==> src/logic/decode_params.svh <==
// widths, field positions and CSR addresses shared by the decode RTL and its testbench
`ifndef DECODE_PARAMS_SVH
`define DECODE_PARAMS_SVH

`define XLEN       64
`define REG_ADDR_W 5
`define CSR_ADDR_W 12

// one-hot ALU operation positions
`define ALU_OPS  12
`define ALU_ADD  0
`define ALU_SUB  1
`define ALU_SLT  2
`define ALU_SLTU 3
`define ALU_XOR  4
`define ALU_OR   5
`define ALU_AND  6
`define ALU_SLL  7
`define ALU_SRL  8
`define ALU_SRA  9
`define ALU_ANDN 10
`define ALU_WRI  11

// branch and jump kinds
`define BJ_OPS  8
`define BJ_BEQ  0
`define BJ_BNE  1
`define BJ_BLT  2
`define BJ_BGE  3
`define BJ_BLTU 4
`define BJ_BGEU 5
`define BJ_JALR 6
`define BJ_JAL  7

// load sizes, in funct3 order
`define LOAD_OPS 7
`define LOAD_LB  0
`define LOAD_LH  1
`define LOAD_LW  2
`define LOAD_LD  3
`define LOAD_LBU 4
`define LOAD_LHU 5
`define LOAD_LWU 6

// store sizes
`define SAVE_OPS 4
`define SAVE_SB  0
`define SAVE_SH  1
`define SAVE_SW  2
`define SAVE_SD  3

// machine CSRs held by the CSR file
`define CSR_MSTATUS  12'h300
`define CSR_MTVEC    12'h305
`define CSR_MSCRATCH 12'h340
`define CSR_MEPC     12'h341
`define CSR_MCAUSE   12'h342

`endif

==> src/logic/decode_pkg.sv <==
// vector types for the decode stage, imported by the RTL modules and the testbench
`default_nettype none

`include "decode_params.svh"

package decode_pkg;

  // data word and raw instruction
  typedef logic [`XLEN-1:0] xlen_t;
  typedef logic [31:0]      inst_t;

  // register and CSR indices
  typedef logic [`REG_ADDR_W-1:0] reg_addr_t;
  typedef logic [`CSR_ADDR_W-1:0] csr_addr_t;

  // one-hot operation kinds, bit positions in the params header
  typedef logic [`ALU_OPS-1:0]  alu_info_t;
  typedef logic [`BJ_OPS-1:0]   bj_info_t;
  typedef logic [`LOAD_OPS-1:0] load_info_t;
  typedef logic [`SAVE_OPS-1:0] save_info_t;

  // writeback source
  // bit 0 execute result, bit 1 memory data, bit 2 CSR value
  typedef logic [2:0] wb_sel_t;

endpackage

`default_nettype wire

==> src/logic/csr_file.sv <==
// machine CSR file with mstatus, mtvec, mepc, mcause and mscratch, one read and one write port
`default_nettype none

`include "decode_params.svh"

module csr_file
  import decode_pkg::*;
(
  input  wire            clk,
  input  wire            rst,
  input  wire csr_addr_t rd_addr,
  output xlen_t          rd_data,
  input  wire            wr_ena,
  input  wire csr_addr_t wr_addr,
  input  wire xlen_t     wr_data
);

  xlen_t mstatus;
  xlen_t mtvec;
  xlen_t mepc;
  xlen_t mcause;
  xlen_t mscratch;

  always_ff @(posedge clk) begin
    if (rst) begin
      mstatus  <= '0;
      mtvec    <= '0;
      mepc     <= '0;
      mcause   <= '0;
      mscratch <= '0;
    end else if (wr_ena) begin
      case (wr_addr)
        `CSR_MSTATUS:  mstatus  <= wr_data;
        // trap vector and return pc are word aligned
        `CSR_MTVEC:    mtvec    <= {wr_data[`XLEN-1:2], 2'b00};
        `CSR_MEPC:     mepc     <= {wr_data[`XLEN-1:2], 2'b00};
        `CSR_MCAUSE:   mcause   <= wr_data;
        `CSR_MSCRATCH: mscratch <= wr_data;
        default: ;
      endcase
    end
  end

  // unimplemented addresses read zero
  always_comb begin
    case (rd_addr)
      `CSR_MSTATUS:  rd_data = mstatus;
      `CSR_MTVEC:    rd_data = mtvec;
      `CSR_MEPC:     rd_data = mepc;
      `CSR_MCAUSE:   rd_data = mcause;
      `CSR_MSCRATCH: rd_data = mscratch;
      default:       rd_data = '0;
    endcase
  end

  mepc_aligned: assert property (@(posedge clk) disable iff (rst) mepc[1:0] == 2'b00);

endmodule

`default_nettype wire

==> config.mk <==
export PLATFORM = sky130hd
export DESIGN_NAME = csr_file
export DESIGN_NICKNAME = d
export VERILOG_FILES = /design/src/logic/decode_pkg.sv /design/src/logic/csr_file.sv
export VERILOG_INCLUDE_DIRS = /design/src /design/src/logic
export SDC_FILE = /design/constraint.sdc
export NUM_CORES = 1
export LEC_CHECK = 0
export BUFFER_PORTS_ARGS = -buffer_cell sky130_fd_sc_hd__clkbuf_2
export CORE_ASPECT_RATIO = 1.5
export CORE_MARGIN = 1
export CORE_UTILIZATION = 50
export DETAILED_ROUTE_END_ITERATION = 6
export PLACE_DENSITY = 0.69
export SLEW_MARGIN = 25
export SYNTH_ARGS = -nofsm -noshare
export SYNTH_HDL_FRONTEND = slang
export SYNTH_SLANG_ARGS = --single-unit
==> constraint.sdc <==
create_clock -name clk -period 4.4 [get_ports clk]
set_clock_uncertainty 0.05 [all_clocks]
set_input_delay 0.44 -clock clk [delete_from_list [all_inputs] [get_ports clk]]
set_output_delay 0.44 -clock clk [all_outputs]
set_load 0.005 [all_outputs]
==> results.yml <==
run_status:
  status: "completed"
power_and_ir_drop:
  p_leak_nw: 7.65
  power.density_nw_per_um2: 340
  peakVddDrop_mv: 0.274
worst_setup_path:
  setup.worst_path.end_class: "output port"
  crit_required_ns: 3.91
  startpoint: "rd_addr[11]"
  crit_type: "primary input to output port"
  slowest_delay_ns: 0.60
  r2r-start: "mscratch[58]$_SDFFE_PP0P_"
  reg2reg_depth: 2
  start_kind: "primary input"
  cp_cell_sequence: "clkbuf_2 -> nor4bb_4 -> nand4_4 -> buf_4 -> o221ai_1 -> clkbuf_2"
  cp_slowest_cell: "nand4_4"
  rrSetupSlack_ns: 3.68
  r2r_end: "mscratch[58]$_SDFFE_PP0P_"
  cpMostUsedCell: "clkbuf_2"
  cp.arrival_ns: 2.52
  cp_max_fo: 30
clock_network:
  cts_buffers: 30
  clock_sinks: 316
  clock_path_buffers: 3
  holdBufCountCts: 0
  cts_tree: "yes"
  cts_resized: 0
  clock_latency_ns: 0.56
  cts_max_level: 1
  cts_setup_buffers: 0
  cts_root_buffer: "clkbuf_16"
  path_clk_slew_ns: 0.07
timing:
  rsz0062_at_grt: "no"
  slew_violations: 0
  fin_ws_ns: 1.39
  post-route-min-period_ns: 3.01
  setup_viol: 0
  fmax_mhz: 333
  tightest_slew_ns: 1.04
  relSlewSlack: 0.307
  hold_viol_final: 0
  final.setup.tns_ns: 0
  period_share: 0.683
routing:
  antenna_left: 0
  vias: 11100
  drtIter0Drc: 704
  vias_per_cell: 5.59
  first_pass_iters: 5
  wl_per_cell_um: 18.5
  routed_wl_um: 36500
  drc_errors: 0
die:
  ios: 155
  fp-row-count: 77
  coreArea_sq_um: 29600
  die-area_sq_um: 30900
  die_y_um: 215
  start_util: 0.510
  die_x_um: 144
layout:
  syn_to_final_growth_pct: 12.7
  nFillCells: 2630
  nNetsFinal: 1650
  final_area_sq_um: 17000
  stdcell_count: 1975
  n_antenna_cell: 0
  drive_gt1_frac: 0.189
synth:
  syn_avg_cell_area_sq_um: 10.2
  synth_cell_types: 27
  syn-num-nets: 1575
  synth_seq_area_share: 0.419
  yosys_warnings: 0
  ys_ff_latch: 316
  synthCells: 1484
  yosys.area.top_type: "dfxtp_1"
  synth.top_cell.area_share: 0.419
  synthTopCellsByArea: "dfxtp_1, mux2i_1, nand2b_1, mux2_2, o221ai_1"
  syn_area_sq_um: 15100
grt:
  antenna_found_initial: 0
  grt.total_usage: 0.239
  grt-ovfl-total: 0
  grt_pass1_vias: 11000
  grt_pass1_wl_um: 59400
  grt_max_degree: 151
min_path:
  hold_path.class: "primary input to flip-flop"
  hold_end: "mscratch[0]$_SDFFE_PP0P_"
  hold_depth: 3
  hold_start: "wr_data[0]"
placed_design:
  placed_area_sq_um: 16000
  dp_slack_ns: 1.43
  dp_hpwl_um: 20800
  gp_congestion: 0.727
  port_buffers: 154
  dp_cells: 1922
job:
  drv_cap: 0
flip-flops by register name (all words and copies together) (netlist names):
register  count
mcause       64
mscratch     64
mstatus      64
mepc         62
mtvec        62
critical path, delay by kind of cell:
kind,cells,cell delay (ns)
compound gates,1,0.27
simple gates,2,1.04
buf+inv,3,0.75
worst max-delay path by stage:
stage | end | depth (start not counted)
after global placement | rd_data[0] | 5
final | rd_data[50] | 6
after CTS | rd_data[61] | 6
after global routing | rd_data[53] | 6
after floorplan | rd_data[10] | 4
after detailed placement | rd_data[61] | 6
layer usage:
| metal | vias to the layer above | global-route usage | share of wire |
|---|---|---|---|
| met5 | - | 0 | 0 |
| met1 | 5404 | 0.318 | 0.44 |
| li1 | 5352 | - | - |
| met3 | 35 | 0.0285 | 0.049 |
| met4 | 0 | 0.0553 | 0.013 |
| met2 | 259 | 0.408 | 0.49 |
synth_stat cells, drive strengths merged:
| master | instances |
|---|---|
| nand4 | 68 |
| a22oi | 62 |
| or3 | 1 |
| inv | 64 |
| and2 | 1 |
| nor4 | 2 |
| nor4b | 1 |
| nor4bb | 5 |
| o221ai | 62 |
| nor2b | 1 |
| clkbuf | 83 |
| and4bb | 2 |
| buf | 48 |
| o32ai | 2 |
| mux2 | 62 |
| dfxtp | 316 |
| and4 | 2 |
| nand2 | 1 |
| nand2b | 380 |
| nor3 | 3 |
| mux2i | 318 |
stage by stage:
stage,power (mW),utilization,hold slack [ns]
after floorplan,3.09,-,0.396
after global placement,3.20,0.541,0.405
after detailed placement,3.20,0.541,0.413
after CTS,5.85,0.575,0.161
after global routing,6.01,0.575,0.168
final,5.79,0.575,0.170
placed cells by master (no fill, tap or decap), types with 2 or more instances in the layout:
cell | Yosys | routed
nand2b_1 | 380 | 380
mux2i_1 | 318 | 318
dfxtp_1 | 316 | 316
clkbuf_2 | 0 | 152
nand4_1 | 66 | 66
inv_1 | 64 | 64
mux2_2 | 62 | 62
a22oi_1 | 62 | 62
o221ai_1 | 62 | 62
clkbuf_16 | 0 | 31
buf_4 | 8 | 18
clkbuf_8 | 0 | 7
nor4bb_4 | 0 | 3
clkbuf_1 | 83 | 3
clkinv_4 | 0 | 3
clkinv_2 | 0 | 3
clkinvlp_4 | 0 | 3
buf_12 | 2 | 3
nor4bb_1 | 5 | 2
o32ai_1 | 2 | 2
and4bb_1 | 2 | 2
bufinv_16 | 0 | 2
cell type report:
| class | count | area, sq um | area share |
|---|---|---|---|
| clock buffers | 41 | 883 | 0.0519 |
| clock inverters | 12 | 133 | 0.00779 |
| inverters | 64 | 240 | 0.0141 |
| multi-input cells | 973 | 7980 | 0.469 |
| flip-flops and latches | 316 | 6330 | 0.372 |
| well taps | 395 | 494 | 0.0290 |
| repair buffers | 174 | 967 | 0.0568 |
cells by family after synthesis:
group                  Yosys count  synth area share
AO/OA/AOI/OAI                  126            0.0680
buffers and inverters          195            0.0574
flip-flops                     316             0.419
multiplexers                   380             0.257
AND/OR/NAND/NOR                467             0.199
where the power goes:
group	leakage (nW)	internal, mW	switching, mW
combinational	4.61	0.115	0.161
clock	0.493	1.52	1.13
sequential	2.54	2.86	0.000146
total	7.65	4.50	1.29
Power figures use the tool's default switching activity.
