**config.mk**
```make
export PLATFORM = sky130hd
export DESIGN_NAME = id_stage
export DESIGN_NICKNAME = d
export VERILOG_FILES = /design/src/logic/decode_pkg.sv /design/src/logic/id_stage.sv
export VERILOG_INCLUDE_DIRS = /design/src /design/src/logic
export SDC_FILE = /design/constraint.sdc
export NUM_CORES = 1
export LEC_CHECK = 0
export ABC_AREA = 1
export BUFFER_PORTS_ARGS = -buffer_cell sky130_fd_sc_hd__buf_2
export CORE_AREA = 2 2 289 291
export CTS_CLUSTER_DIAMETER = 100
export CTS_CLUSTER_SIZE = 40
export DETAILED_ROUTE_END_ITERATION = 8
export DIE_AREA = 0 0 291 293
export PLACE_DENSITY = 0.46
export SETUP_SLACK_MARGIN = 0.15
export SYNTH_ARGS = -nofsm -noshare
export SYNTH_HDL_FRONTEND = slang
export SYNTH_SLANG_ARGS = --single-unit
```
**constraint.sdc**
```tcl
create_clock -name clk -period 26.9 [get_ports clk]
set_input_delay 2.69 -clock clk [delete_from_list [all_inputs] [get_ports clk]]
set_output_delay 2.69 -clock clk [all_outputs]
set_load 0.1 [all_outputs]
```
**src/logic/decode_params.svh**
```systemverilog
// widths, field positions and CSR addresses shared by the decode RTL and its testbench
`ifndef DECODE_PARAMS_SVH
`define DECODE_PARAMS_SVH

`define XLEN       64
`define REG_ADDR_W 5
`define CSR_ADDR_W 12

// one-hot ALU operation positions
`define ALU_OPS  12
`define ALU_ADD  0
`define ALU_SUB  1
`define ALU_SLT  2
`define ALU_SLTU 3
`define ALU_XOR  4
`define ALU_OR   5
`define ALU_AND  6
`define ALU_SLL  7
`define ALU_SRL  8
`define ALU_SRA  9
`define ALU_ANDN 10
`define ALU_WRI  11

// branch and jump kinds
`define BJ_OPS  8
`define BJ_BEQ  0
`define BJ_BNE  1
`define BJ_BLT  2
`define BJ_BGE  3
`define BJ_BLTU 4
`define BJ_BGEU 5
`define BJ_JALR 6
`define BJ_JAL  7

// load sizes, in funct3 order
`define LOAD_OPS 7
`define LOAD_LB  0
`define LOAD_LH  1
`define LOAD_LW  2
`define LOAD_LD  3
`define LOAD_LBU 4
`define LOAD_LHU 5
`define LOAD_LWU 6

// store sizes
`define SAVE_OPS 4
`define SAVE_SB  0
`define SAVE_SH  1
`define SAVE_SW  2
`define SAVE_SD  3

// machine CSRs held by the CSR file
`define CSR_MSTATUS  12'h300
`define CSR_MTVEC    12'h305
`define CSR_MSCRATCH 12'h340
`define CSR_MEPC     12'h341
`define CSR_MCAUSE   12'h342

`endif

```
**src/logic/decode_pkg.sv**
```systemverilog
// vector types for the decode stage, imported by the RTL modules and the testbench
`default_nettype none

`include "decode_params.svh"

package decode_pkg;

  // data word and raw instruction
  typedef logic [`XLEN-1:0] xlen_t;
  typedef logic [31:0]      inst_t;

  // register and CSR indices
  typedef logic [`REG_ADDR_W-1:0] reg_addr_t;
  typedef logic [`CSR_ADDR_W-1:0] csr_addr_t;

  // one-hot operation kinds, bit positions in the params header
  typedef logic [`ALU_OPS-1:0]  alu_info_t;
  typedef logic [`BJ_OPS-1:0]   bj_info_t;
  typedef logic [`LOAD_OPS-1:0] load_info_t;
  typedef logic [`SAVE_OPS-1:0] save_info_t;

  // writeback source
  // bit 0 execute result, bit 1 memory data, bit 2 CSR value
  typedef logic [2:0] wb_sel_t;

endpackage

`default_nettype wire

```
**src/logic/id_stage.sv**
```systemverilog
// decode stage, splits the offered instruction, reads operands and registers the execute bundle
`default_nettype none

`include "decode_params.svh"

module id_stage
  import decode_pkg::*;
(
  input  wire            clk,
  input  wire            rst,
  // pipeline control
  input  wire            ex_allowin,
  output logic           id_allowin,
  input  wire            if_id_valid,
  output logic           id_ex_valid,
  input  wire            stall,
  // offered instruction
  input  wire xlen_t     pc_in,
  input  wire inst_t     inst_in,
  // operand reads
  output reg_addr_t      rs1_addr,
  output reg_addr_t      rs2_addr,
  output csr_addr_t      csr_rd_addr,
  input  wire xlen_t     r_data1,
  input  wire xlen_t     r_data2,
  input  wire xlen_t     csr_data,
  // registered bundle
  output xlen_t          pc_out,
  output inst_t          inst_out,
  output reg_addr_t      rs1_addr_out,
  output reg_addr_t      rs2_addr_out,
  output xlen_t          ex_op1,
  output xlen_t          ex_op2,
  output xlen_t          jmp_imm,
  output xlen_t          rs2_data,
  output logic           is_word_opt,
  output alu_info_t      alu_info,
  output bj_info_t       bj_info,
  output load_info_t     load_info,
  output save_info_t     save_info,
  output logic           mem_rd_ena,
  output logic           mem_wr_ena,
  output wb_sel_t        reg_wr_ctrl,
  output logic           rd_ena,
  output reg_addr_t      rd_addr,
  output logic           csr_wr_ena,
  output csr_addr_t      csr_wr_addr
);

  logic id_valid;
  logic accept;

  assign id_allowin  = !id_valid || (!stall && ex_allowin);
  assign id_ex_valid = id_valid && !stall;
  assign accept      = if_id_valid && id_allowin;

  always_ff @(posedge clk) begin
    if (rst) begin
      id_valid <= 1'b0;
    end else if (id_allowin) begin
      id_valid <= if_id_valid;
    end
  end

  // instruction fields
  logic [6:0] opcode;
  logic [2:0] funct3;
  logic [5:0] funct6;
  logic [6:0] funct7;
  reg_addr_t  rd;
  xlen_t      imm_i, imm_s, imm_b, imm_u, imm_j, zimm;

  assign opcode = inst_in[6:0];
  assign funct3 = inst_in[14:12];
  assign funct6 = inst_in[31:26];
  assign funct7 = inst_in[31:25];
  assign rd     = inst_in[11:7];

  assign imm_i = {{(`XLEN-12){inst_in[31]}}, inst_in[31:20]};
  assign imm_s = {{(`XLEN-12){inst_in[31]}}, inst_in[31:25], inst_in[11:7]};
  assign imm_b = {{(`XLEN-13){inst_in[31]}}, inst_in[31], inst_in[7], inst_in[30:25],
                  inst_in[11:8], 1'b0};
  assign imm_u = {{(`XLEN-32){inst_in[31]}}, inst_in[31:12], 12'b0};
  assign imm_j = {{(`XLEN-21){inst_in[31]}}, inst_in[31], inst_in[19:12], inst_in[20],
                  inst_in[30:21], 1'b0};
  assign zimm  = {{(`XLEN-5){1'b0}}, inst_in[19:15]};

  // opcode classes
  logic is_load, is_fence, is_op_imm, is_auipc, is_op_imm_w, is_store, is_op;
  logic is_lui, is_op_w, is_branch, is_jalr, is_jal, is_system, is_csr;
  logic is_word, is_reg_form, is_arith, shift_alt, shift_plain;

  assign is_load     = (opcode == 7'h03);
  assign is_fence    = (opcode == 7'h0f);
  assign is_op_imm   = (opcode == 7'h13);
  assign is_auipc    = (opcode == 7'h17);
  assign is_op_imm_w = (opcode == 7'h1b);
  assign is_store    = (opcode == 7'h23);
  assign is_op       = (opcode == 7'h33);
  assign is_lui      = (opcode == 7'h37);
  assign is_op_w     = (opcode == 7'h3b);
  assign is_branch   = (opcode == 7'h63);
  assign is_jalr     = (opcode == 7'h67);
  assign is_jal      = (opcode == 7'h6f);
  assign is_system   = (opcode == 7'h73);
  // ecall, ebreak and mret share funct3 zero
  assign is_csr      = is_system && (funct3[1:0] != 2'b00);

  assign is_word     = is_op_w || is_op_imm_w;
  assign is_reg_form = is_op || is_op_w;
  assign is_arith    = is_reg_form || is_op_imm || is_op_imm_w;
  // R forms mark the alternate op in funct7, shift immediates in funct6
  assign shift_alt   = is_reg_form ? (funct7 == 7'h20) : (funct6 == 6'h10);
  assign shift_plain = is_reg_form ? (funct7 == 7'h00) : (funct6 == 6'h00);

  // one-hot operation flags
  alu_info_t  alu_d;
  bj_info_t   bj_d;
  load_info_t load_d;
  save_info_t save_d;

  always_comb begin
    alu_d  = '0;
    bj_d   = '0;
    load_d = '0;
    save_d = '0;
    // address, upper immediate and link sums
    alu_d[`ALU_ADD] = is_load || is_store || is_lui || is_auipc || is_jal || is_jalr;
    if (is_arith) begin
      case (funct3)
        3'd0: begin
          if (is_reg_form && (funct7 == 7'h20)) alu_d[`ALU_SUB] = 1'b1;
          else if (!is_reg_form || (funct7 == 7'h00)) alu_d[`ALU_ADD] = 1'b1;
        end
        3'd1: alu_d[`ALU_SLL]  = 1'b1;
        3'd2: alu_d[`ALU_SLT]  = !is_word;
        3'd3: alu_d[`ALU_SLTU] = !is_word;
        3'd4: alu_d[`ALU_XOR]  = !is_word;
        3'd5: begin
          alu_d[`ALU_SRA] = shift_alt;
          alu_d[`ALU_SRL] = shift_plain;
        end
        3'd6: alu_d[`ALU_OR]   = !is_word;
        3'd7: alu_d[`ALU_AND]  = !is_word;
        default: ;
      endcase
    end
    // equality compares by xor, ordering by set-less-than
    if (is_branch) begin
      case (funct3)
        3'd0: {bj_d[`BJ_BEQ], alu_d[`ALU_XOR]}   = 2'b11;
        3'd1: {bj_d[`BJ_BNE], alu_d[`ALU_XOR]}   = 2'b11;
        3'd4: {bj_d[`BJ_BLT], alu_d[`ALU_SLT]}   = 2'b11;
        3'd5: {bj_d[`BJ_BGE], alu_d[`ALU_SLT]}   = 2'b11;
        3'd6: {bj_d[`BJ_BLTU], alu_d[`ALU_SLTU]} = 2'b11;
        3'd7: {bj_d[`BJ_BGEU], alu_d[`ALU_SLTU]} = 2'b11;
        default: ;
      endcase
    end
    bj_d[`BJ_JALR] = is_jalr;
    bj_d[`BJ_JAL]  = is_jal;
    if (is_csr) begin
      case (funct3[1:0])
        2'd1: alu_d[`ALU_WRI]  = 1'b1;
        2'd2: alu_d[`ALU_OR]   = 1'b1;
        2'd3: alu_d[`ALU_ANDN] = 1'b1;
        default: ;
      endcase
    end
    if (is_load) begin
      case (funct3)
        3'd0: load_d[`LOAD_LB]  = 1'b1;
        3'd1: load_d[`LOAD_LH]  = 1'b1;
        3'd2: load_d[`LOAD_LW]  = 1'b1;
        3'd3: load_d[`LOAD_LD]  = 1'b1;
        3'd4: load_d[`LOAD_LBU] = 1'b1;
        3'd5: load_d[`LOAD_LHU] = 1'b1;
        3'd6: load_d[`LOAD_LWU] = 1'b1;
        default: ;
      endcase
    end
    if (is_store) begin
      case (funct3)
        3'd0: save_d[`SAVE_SB] = 1'b1;
        3'd1: save_d[`SAVE_SH] = 1'b1;
        3'd2: save_d[`SAVE_SW] = 1'b1;
        3'd3: save_d[`SAVE_SD] = 1'b1;
        default: ;
      endcase
    end
  end

  // register and CSR read addresses, unused sources read x0
  logic rs1_used, rs2_used;

  assign rs1_used = is_load || is_fence || is_op_imm || is_op_imm_w || is_store || is_op
                 || is_op_w || is_branch || is_jalr || (is_csr && !funct3[2]);
  assign rs2_used = is_op || is_op_w || is_store || is_branch;

  assign rs1_addr    = rs1_used ? inst_in[19:15] : '0;
  assign rs2_addr    = rs2_used ? inst_in[24:20] : '0;
  assign csr_rd_addr = inst_in[31:20];

  // operand selection
  xlen_t src1, src2, op1_d, op2_d, jmp_d;

  // word ops see only the low half of each register
  assign src1 = is_word ? {{(`XLEN-32){1'b0}}, r_data1[31:0]} : r_data1;
  assign src2 = is_word ? {{(`XLEN-32){1'b0}}, r_data2[31:0]} : r_data2;

  always_comb begin
    if (is_auipc || is_jal || is_jalr) op1_d = pc_in;
    else if (is_lui) op1_d = '0;
    else if (is_csr) op1_d = csr_data;
    else op1_d = src1;

    if (is_reg_form || is_branch) op2_d = src2;
    else if (is_lui || is_auipc) op2_d = imm_u;
    else if (is_jal || is_jalr) op2_d = xlen_t'(4);
    else if (is_csr) op2_d = funct3[2] ? zimm : src1;
    else if (is_store) op2_d = imm_s;
    else op2_d = imm_i;

    if (is_branch) jmp_d = imm_b;
    else if (is_jal) jmp_d = imm_j;
    else if (is_jalr) jmp_d = imm_i;
    else jmp_d = '0;
  end

  // writeback source and destination
  wb_sel_t wb_d;
  logic    rd_wr;

  assign wb_d[0] = is_fence || is_op_imm || is_auipc || is_op_imm_w || is_op || is_lui
                || is_op_w || is_jalr || is_jal;
  assign wb_d[1] = is_load;
  assign wb_d[2] = is_csr;
  assign rd_wr   = |wb_d;

  // enables that act on memory and on the register files
  always_ff @(posedge clk) begin
    if (rst) begin
      mem_rd_ena <= 1'b0;
      mem_wr_ena <= 1'b0;
      rd_ena     <= 1'b0;
      csr_wr_ena <= 1'b0;
    end else if (accept) begin
      mem_rd_ena <= is_load;
      mem_wr_ena <= is_store;
      rd_ena     <= rd_wr;
      csr_wr_ena <= is_csr;
    end
  end

  always_ff @(posedge clk) begin
    if (accept) begin
      pc_out       <= pc_in;
      inst_out     <= inst_in;
      rs1_addr_out <= rs1_addr;
      rs2_addr_out <= rs2_addr;
      ex_op1       <= op1_d;
      ex_op2       <= op2_d;
      jmp_imm      <= jmp_d;
      rs2_data     <= r_data2;
      is_word_opt  <= is_word;
      alu_info     <= alu_d;
      bj_info      <= bj_d;
      load_info    <= load_d;
      save_info    <= save_d;
      reg_wr_ctrl  <= wb_d;
      rd_addr      <= rd_wr ? rd : '0;
      csr_wr_addr  <= inst_in[31:20];
    end
  end

  valid_from_held: assert property (@(posedge clk) disable iff (rst)
    id_ex_valid |-> id_valid);

  // a bundle execute has not taken stays put
  bundle_holds: assert property (@(posedge clk) disable iff (rst)
    (id_valid && !(ex_allowin && !stall)) |=> (id_valid && $stable(inst_out)));

endmodule

`default_nettype wire

```
==> flow_summary.ini <==
[outcome]
outcome = finished, final reports clean

[min_path]
hp-start = id_valid$_SDFFE_PP0N_
min_path_type = reg2reg

[clock_network]
post-cts-setup-buffers = 0
h-tree-depth = 1
cts-root-buf = clkbuf_16
cts_resized = 0
path_clk_slew_ns = 0.10
cts_tree = yes
cts.sinks = 364
cts_hold_buf = 0
clk_latency_ns = 0.62
cts.path.max_buffers = 3
cts_inserted_buffers = 20

[worst_setup_path]
start_kind = input pin
cp-end-kind = output pin
crit_fanout = 36
r2r_start = id_valid$_SDFFE_PP0N_
worstSetupPathType = in2out
path_cells = buf_2 -> inv_2 -> nand3_1 -> buf_4 -> nand3_1 -> nor2_1 -> nor2_1 -> buf_2
path_buf_inv = 4
critical-path-top-delay-family = buffers and inverters
cpPeakStageDelay_ns = 0.58
slowest_stage = nor2_1
crit_required_ns = 24.21
cp.arrival_ns = 5.18
startpoint = inst_in[14]

[synthesis]
ys_types = 24
avgSynthCellArea_um2 = 11.1
synth-seq-area-share = 0.689
synth_async_sr_flop_share = 0
synth_ff_type = edfxtp_1
synth_cells = 1427
synth-seq-cells = 364
netlist_area_mm2 = 0.0158
synth_edf_count = 359
ys_warn_count = 0
syn_nets = 1720

[grt]
grt_pass1_wl_um = 96800
first_global_vias = 13129
grt_start_max_net_pins = 77
antenna_found_initial = 11
grt.overflow.total = 0
grt_usage = 0.155

[detailed_routing]
ant_nets = 0
avgViaCountPerCell = 4.26
drt-met1-wl_um = 28700
routed-via-count = 13391
wl_per_cell_um = 22.4
routed.top_layer = met5
wl_um = 70400
dr_wl_met3_um = 5350
wl_met2_um = 34600
drt_iter0_markers = 1102
drtPass1Iterations = 5
post-route-drc-count = 0

[power]
p_per_area_mw_per_mm2 = 70.9
p_leak_nw = 9.14
vdd_drop_max_mv = 0.0349

[placed_design]
place.gp.congestion = 0.904
place_area_mm2 = 0.0201
io_buffers = 734
hpwl_um = 53800

[floorplan]
io_pins = 735
core.rowCount = 105
core_mm2 = 0.0818
start_util = 0.193
die_width_um = 291
fp.dieH_um = 293
die-area_mm2 = 0.0853

[sta]
fin_worst_skew_ns = 0.0580
setup_viol = 0
max_freq_ghz = 0.127
final_hold_viol_count = 0
rsz0062_at_grt = false
slew_violations = 0
tightest_slew_ns = 1.09
fin_crit_ns = 7.87
timing.final.crit_share = 0.293
relSlewSlack = 0.268
setup_tns_ns = 0

[final_layout]
area_growth_pct = 32.0
fin_nets = 2350
fillCellCount = 8802
post-route-util = 0.255
stdcell_area_mm2 = 0.0208
drive_gt1_frac = 0.387

[run]
cap_viol_max_count = 0
-- layout by cell type, fill, tap and decap left out, types with 2 or more instances in the layout --
cell type	count
a21oi_1	26
buf_2	734
buf_4	16
clkbuf_16	21
clkinv_16	4
clkinv_8	2
dfxtp_1	5
diode_2	4
edfxtp_1	359
inv_1	75
inv_12	2
inv_2	6
inv_6	2
inv_8	3
nand2_1	373
nand2_2	3
nand2_4	2
nand3_1	66
nand3b_1	20
nor2_1	156
nor2_2	2
nor3_1	4
o211ai_1	35
o21ai_0	103
o21ai_1	42
o22ai_1	3
-- layout make-up --
| class | instances | area, um2 | share of cell area |
|---|---|---|---|
| diodes | 4 | 10.0 | 0.000480 |
| well taps | 1070 | 1340 | 0.0642 |
| flip-flops and latches | 364 | 10900 | 0.522 |
| clock buffers | 21 | 526 | 0.0252 |
| inverters | 81 | 304 | 0.0146 |
| clock inverters | 14 | 241 | 0.0116 |
| repair buffers | 750 | 3790 | 0.182 |
| multi-input cells | 840 | 3750 | 0.180 |
-- Yosys cell counts (5+ instances only) --
master / instances / area share
nor2_1: 157 / 0.037
o21ai_1: 42 / 0.013
edfxtp_1: 359 / 0.68
dfxtp_1: 5 / 0.0063
nand3_1: 66 / 0.021
buf_2: 50 / 0.016
o21ai_0: 103 / 0.033
nand2_2: 5 / 0.0020
inv_2: 5 / 0.0012
buf_4: 72 / 0.034
a21oi_1: 27 / 0.0086
o211ai_1: 35 / 0.017
nand3b_1: 20 / 0.0095
nand2_1: 374 / 0.089
clkbuf_1: 16 / 0.0038
inv_1: 75 / 0.018
-- worst min-delay path, cell delays in order, from the launching register on --
cell	delay (ns)
dfxtp_1	0.36
nand2_1	0.09
a21oi_1	0.06
-- final timing paths --
check,to,slack [ns],depth (start not counted)
worst min register to register,id_valid$_SDFFE_PP0N_,0.55,2
worst min-delay path,id_valid$_SDFFE_PP0N_,0.55,2
worst max-delay path,rs1_addr[4],19.03,8
worst max register to register,rs2_data[15]$_DFFE_PP_,23.07,5
-- sequential cells by signal, summed over array words and instances (netlist names) --
signal        flops
mem_wr_ena        1
jmp_imm          21
rs2_data         64
is_word_opt       1
csr_wr_ena        1
load_info         7
id_valid          1
save_info         4
mem_rd_ena        1
rs1_addr_out      5
alu_info         12
ex_op1           64
reg_wr_ctrl       3
pc_out           64
ex_op2           64
rd_ena            1
inst_out         32
bj_info           8
rs2_addr_out      5
rd_addr           5
-- cell families (layout without fill, tap and decap cells) --
group / count (synthesis) / count (layout) / share of synthesized area
AOI/OAI and AO/OA: 210 / 210 / 0.0724
buffers and inverters: 223 / 866 / 0.0760
DFF: 364 / 364 / 0.689
and+or+nand+nor: 630 / 630 / 0.162
other: 0 / 4 / 0
-- metrics by stage --
stage,hold WS (ns),total power (W),setup slack (ns),instances
after floorplan,0.986,0.00103,5.31,1427
after global placement,0.515,0.00110,19.12,3105
after detailed placement,0.536,0.00110,19.04,3105
after CTS,0.558,0.00149,19.04,3140
after global routing,0.594,0.00153,18.89,3143
final,0.546,0.00148,19.03,3144
-- report_power, final --
| part | internal [W] | leakage [nW] | switching (W) |
|---|---|---|---|
| Sequential | 0.000664 | 3.53 | 0.0000100 |
| Clock | 0.000161 | 0.364 | 0.000234 |
| Combinational | 0.0000512 | 5.24 | 0.000357 |
-- per-layer routing --
layer / global-route usage / vias up
met2: 0.266 / 656
met3: 0.0343 / 90
met4: 0.0417 / 6
li1: - / 6057
met5: 0 / -
met1: 0.196 / 6582
Note: power is estimated with default switching activity, not from simulation.
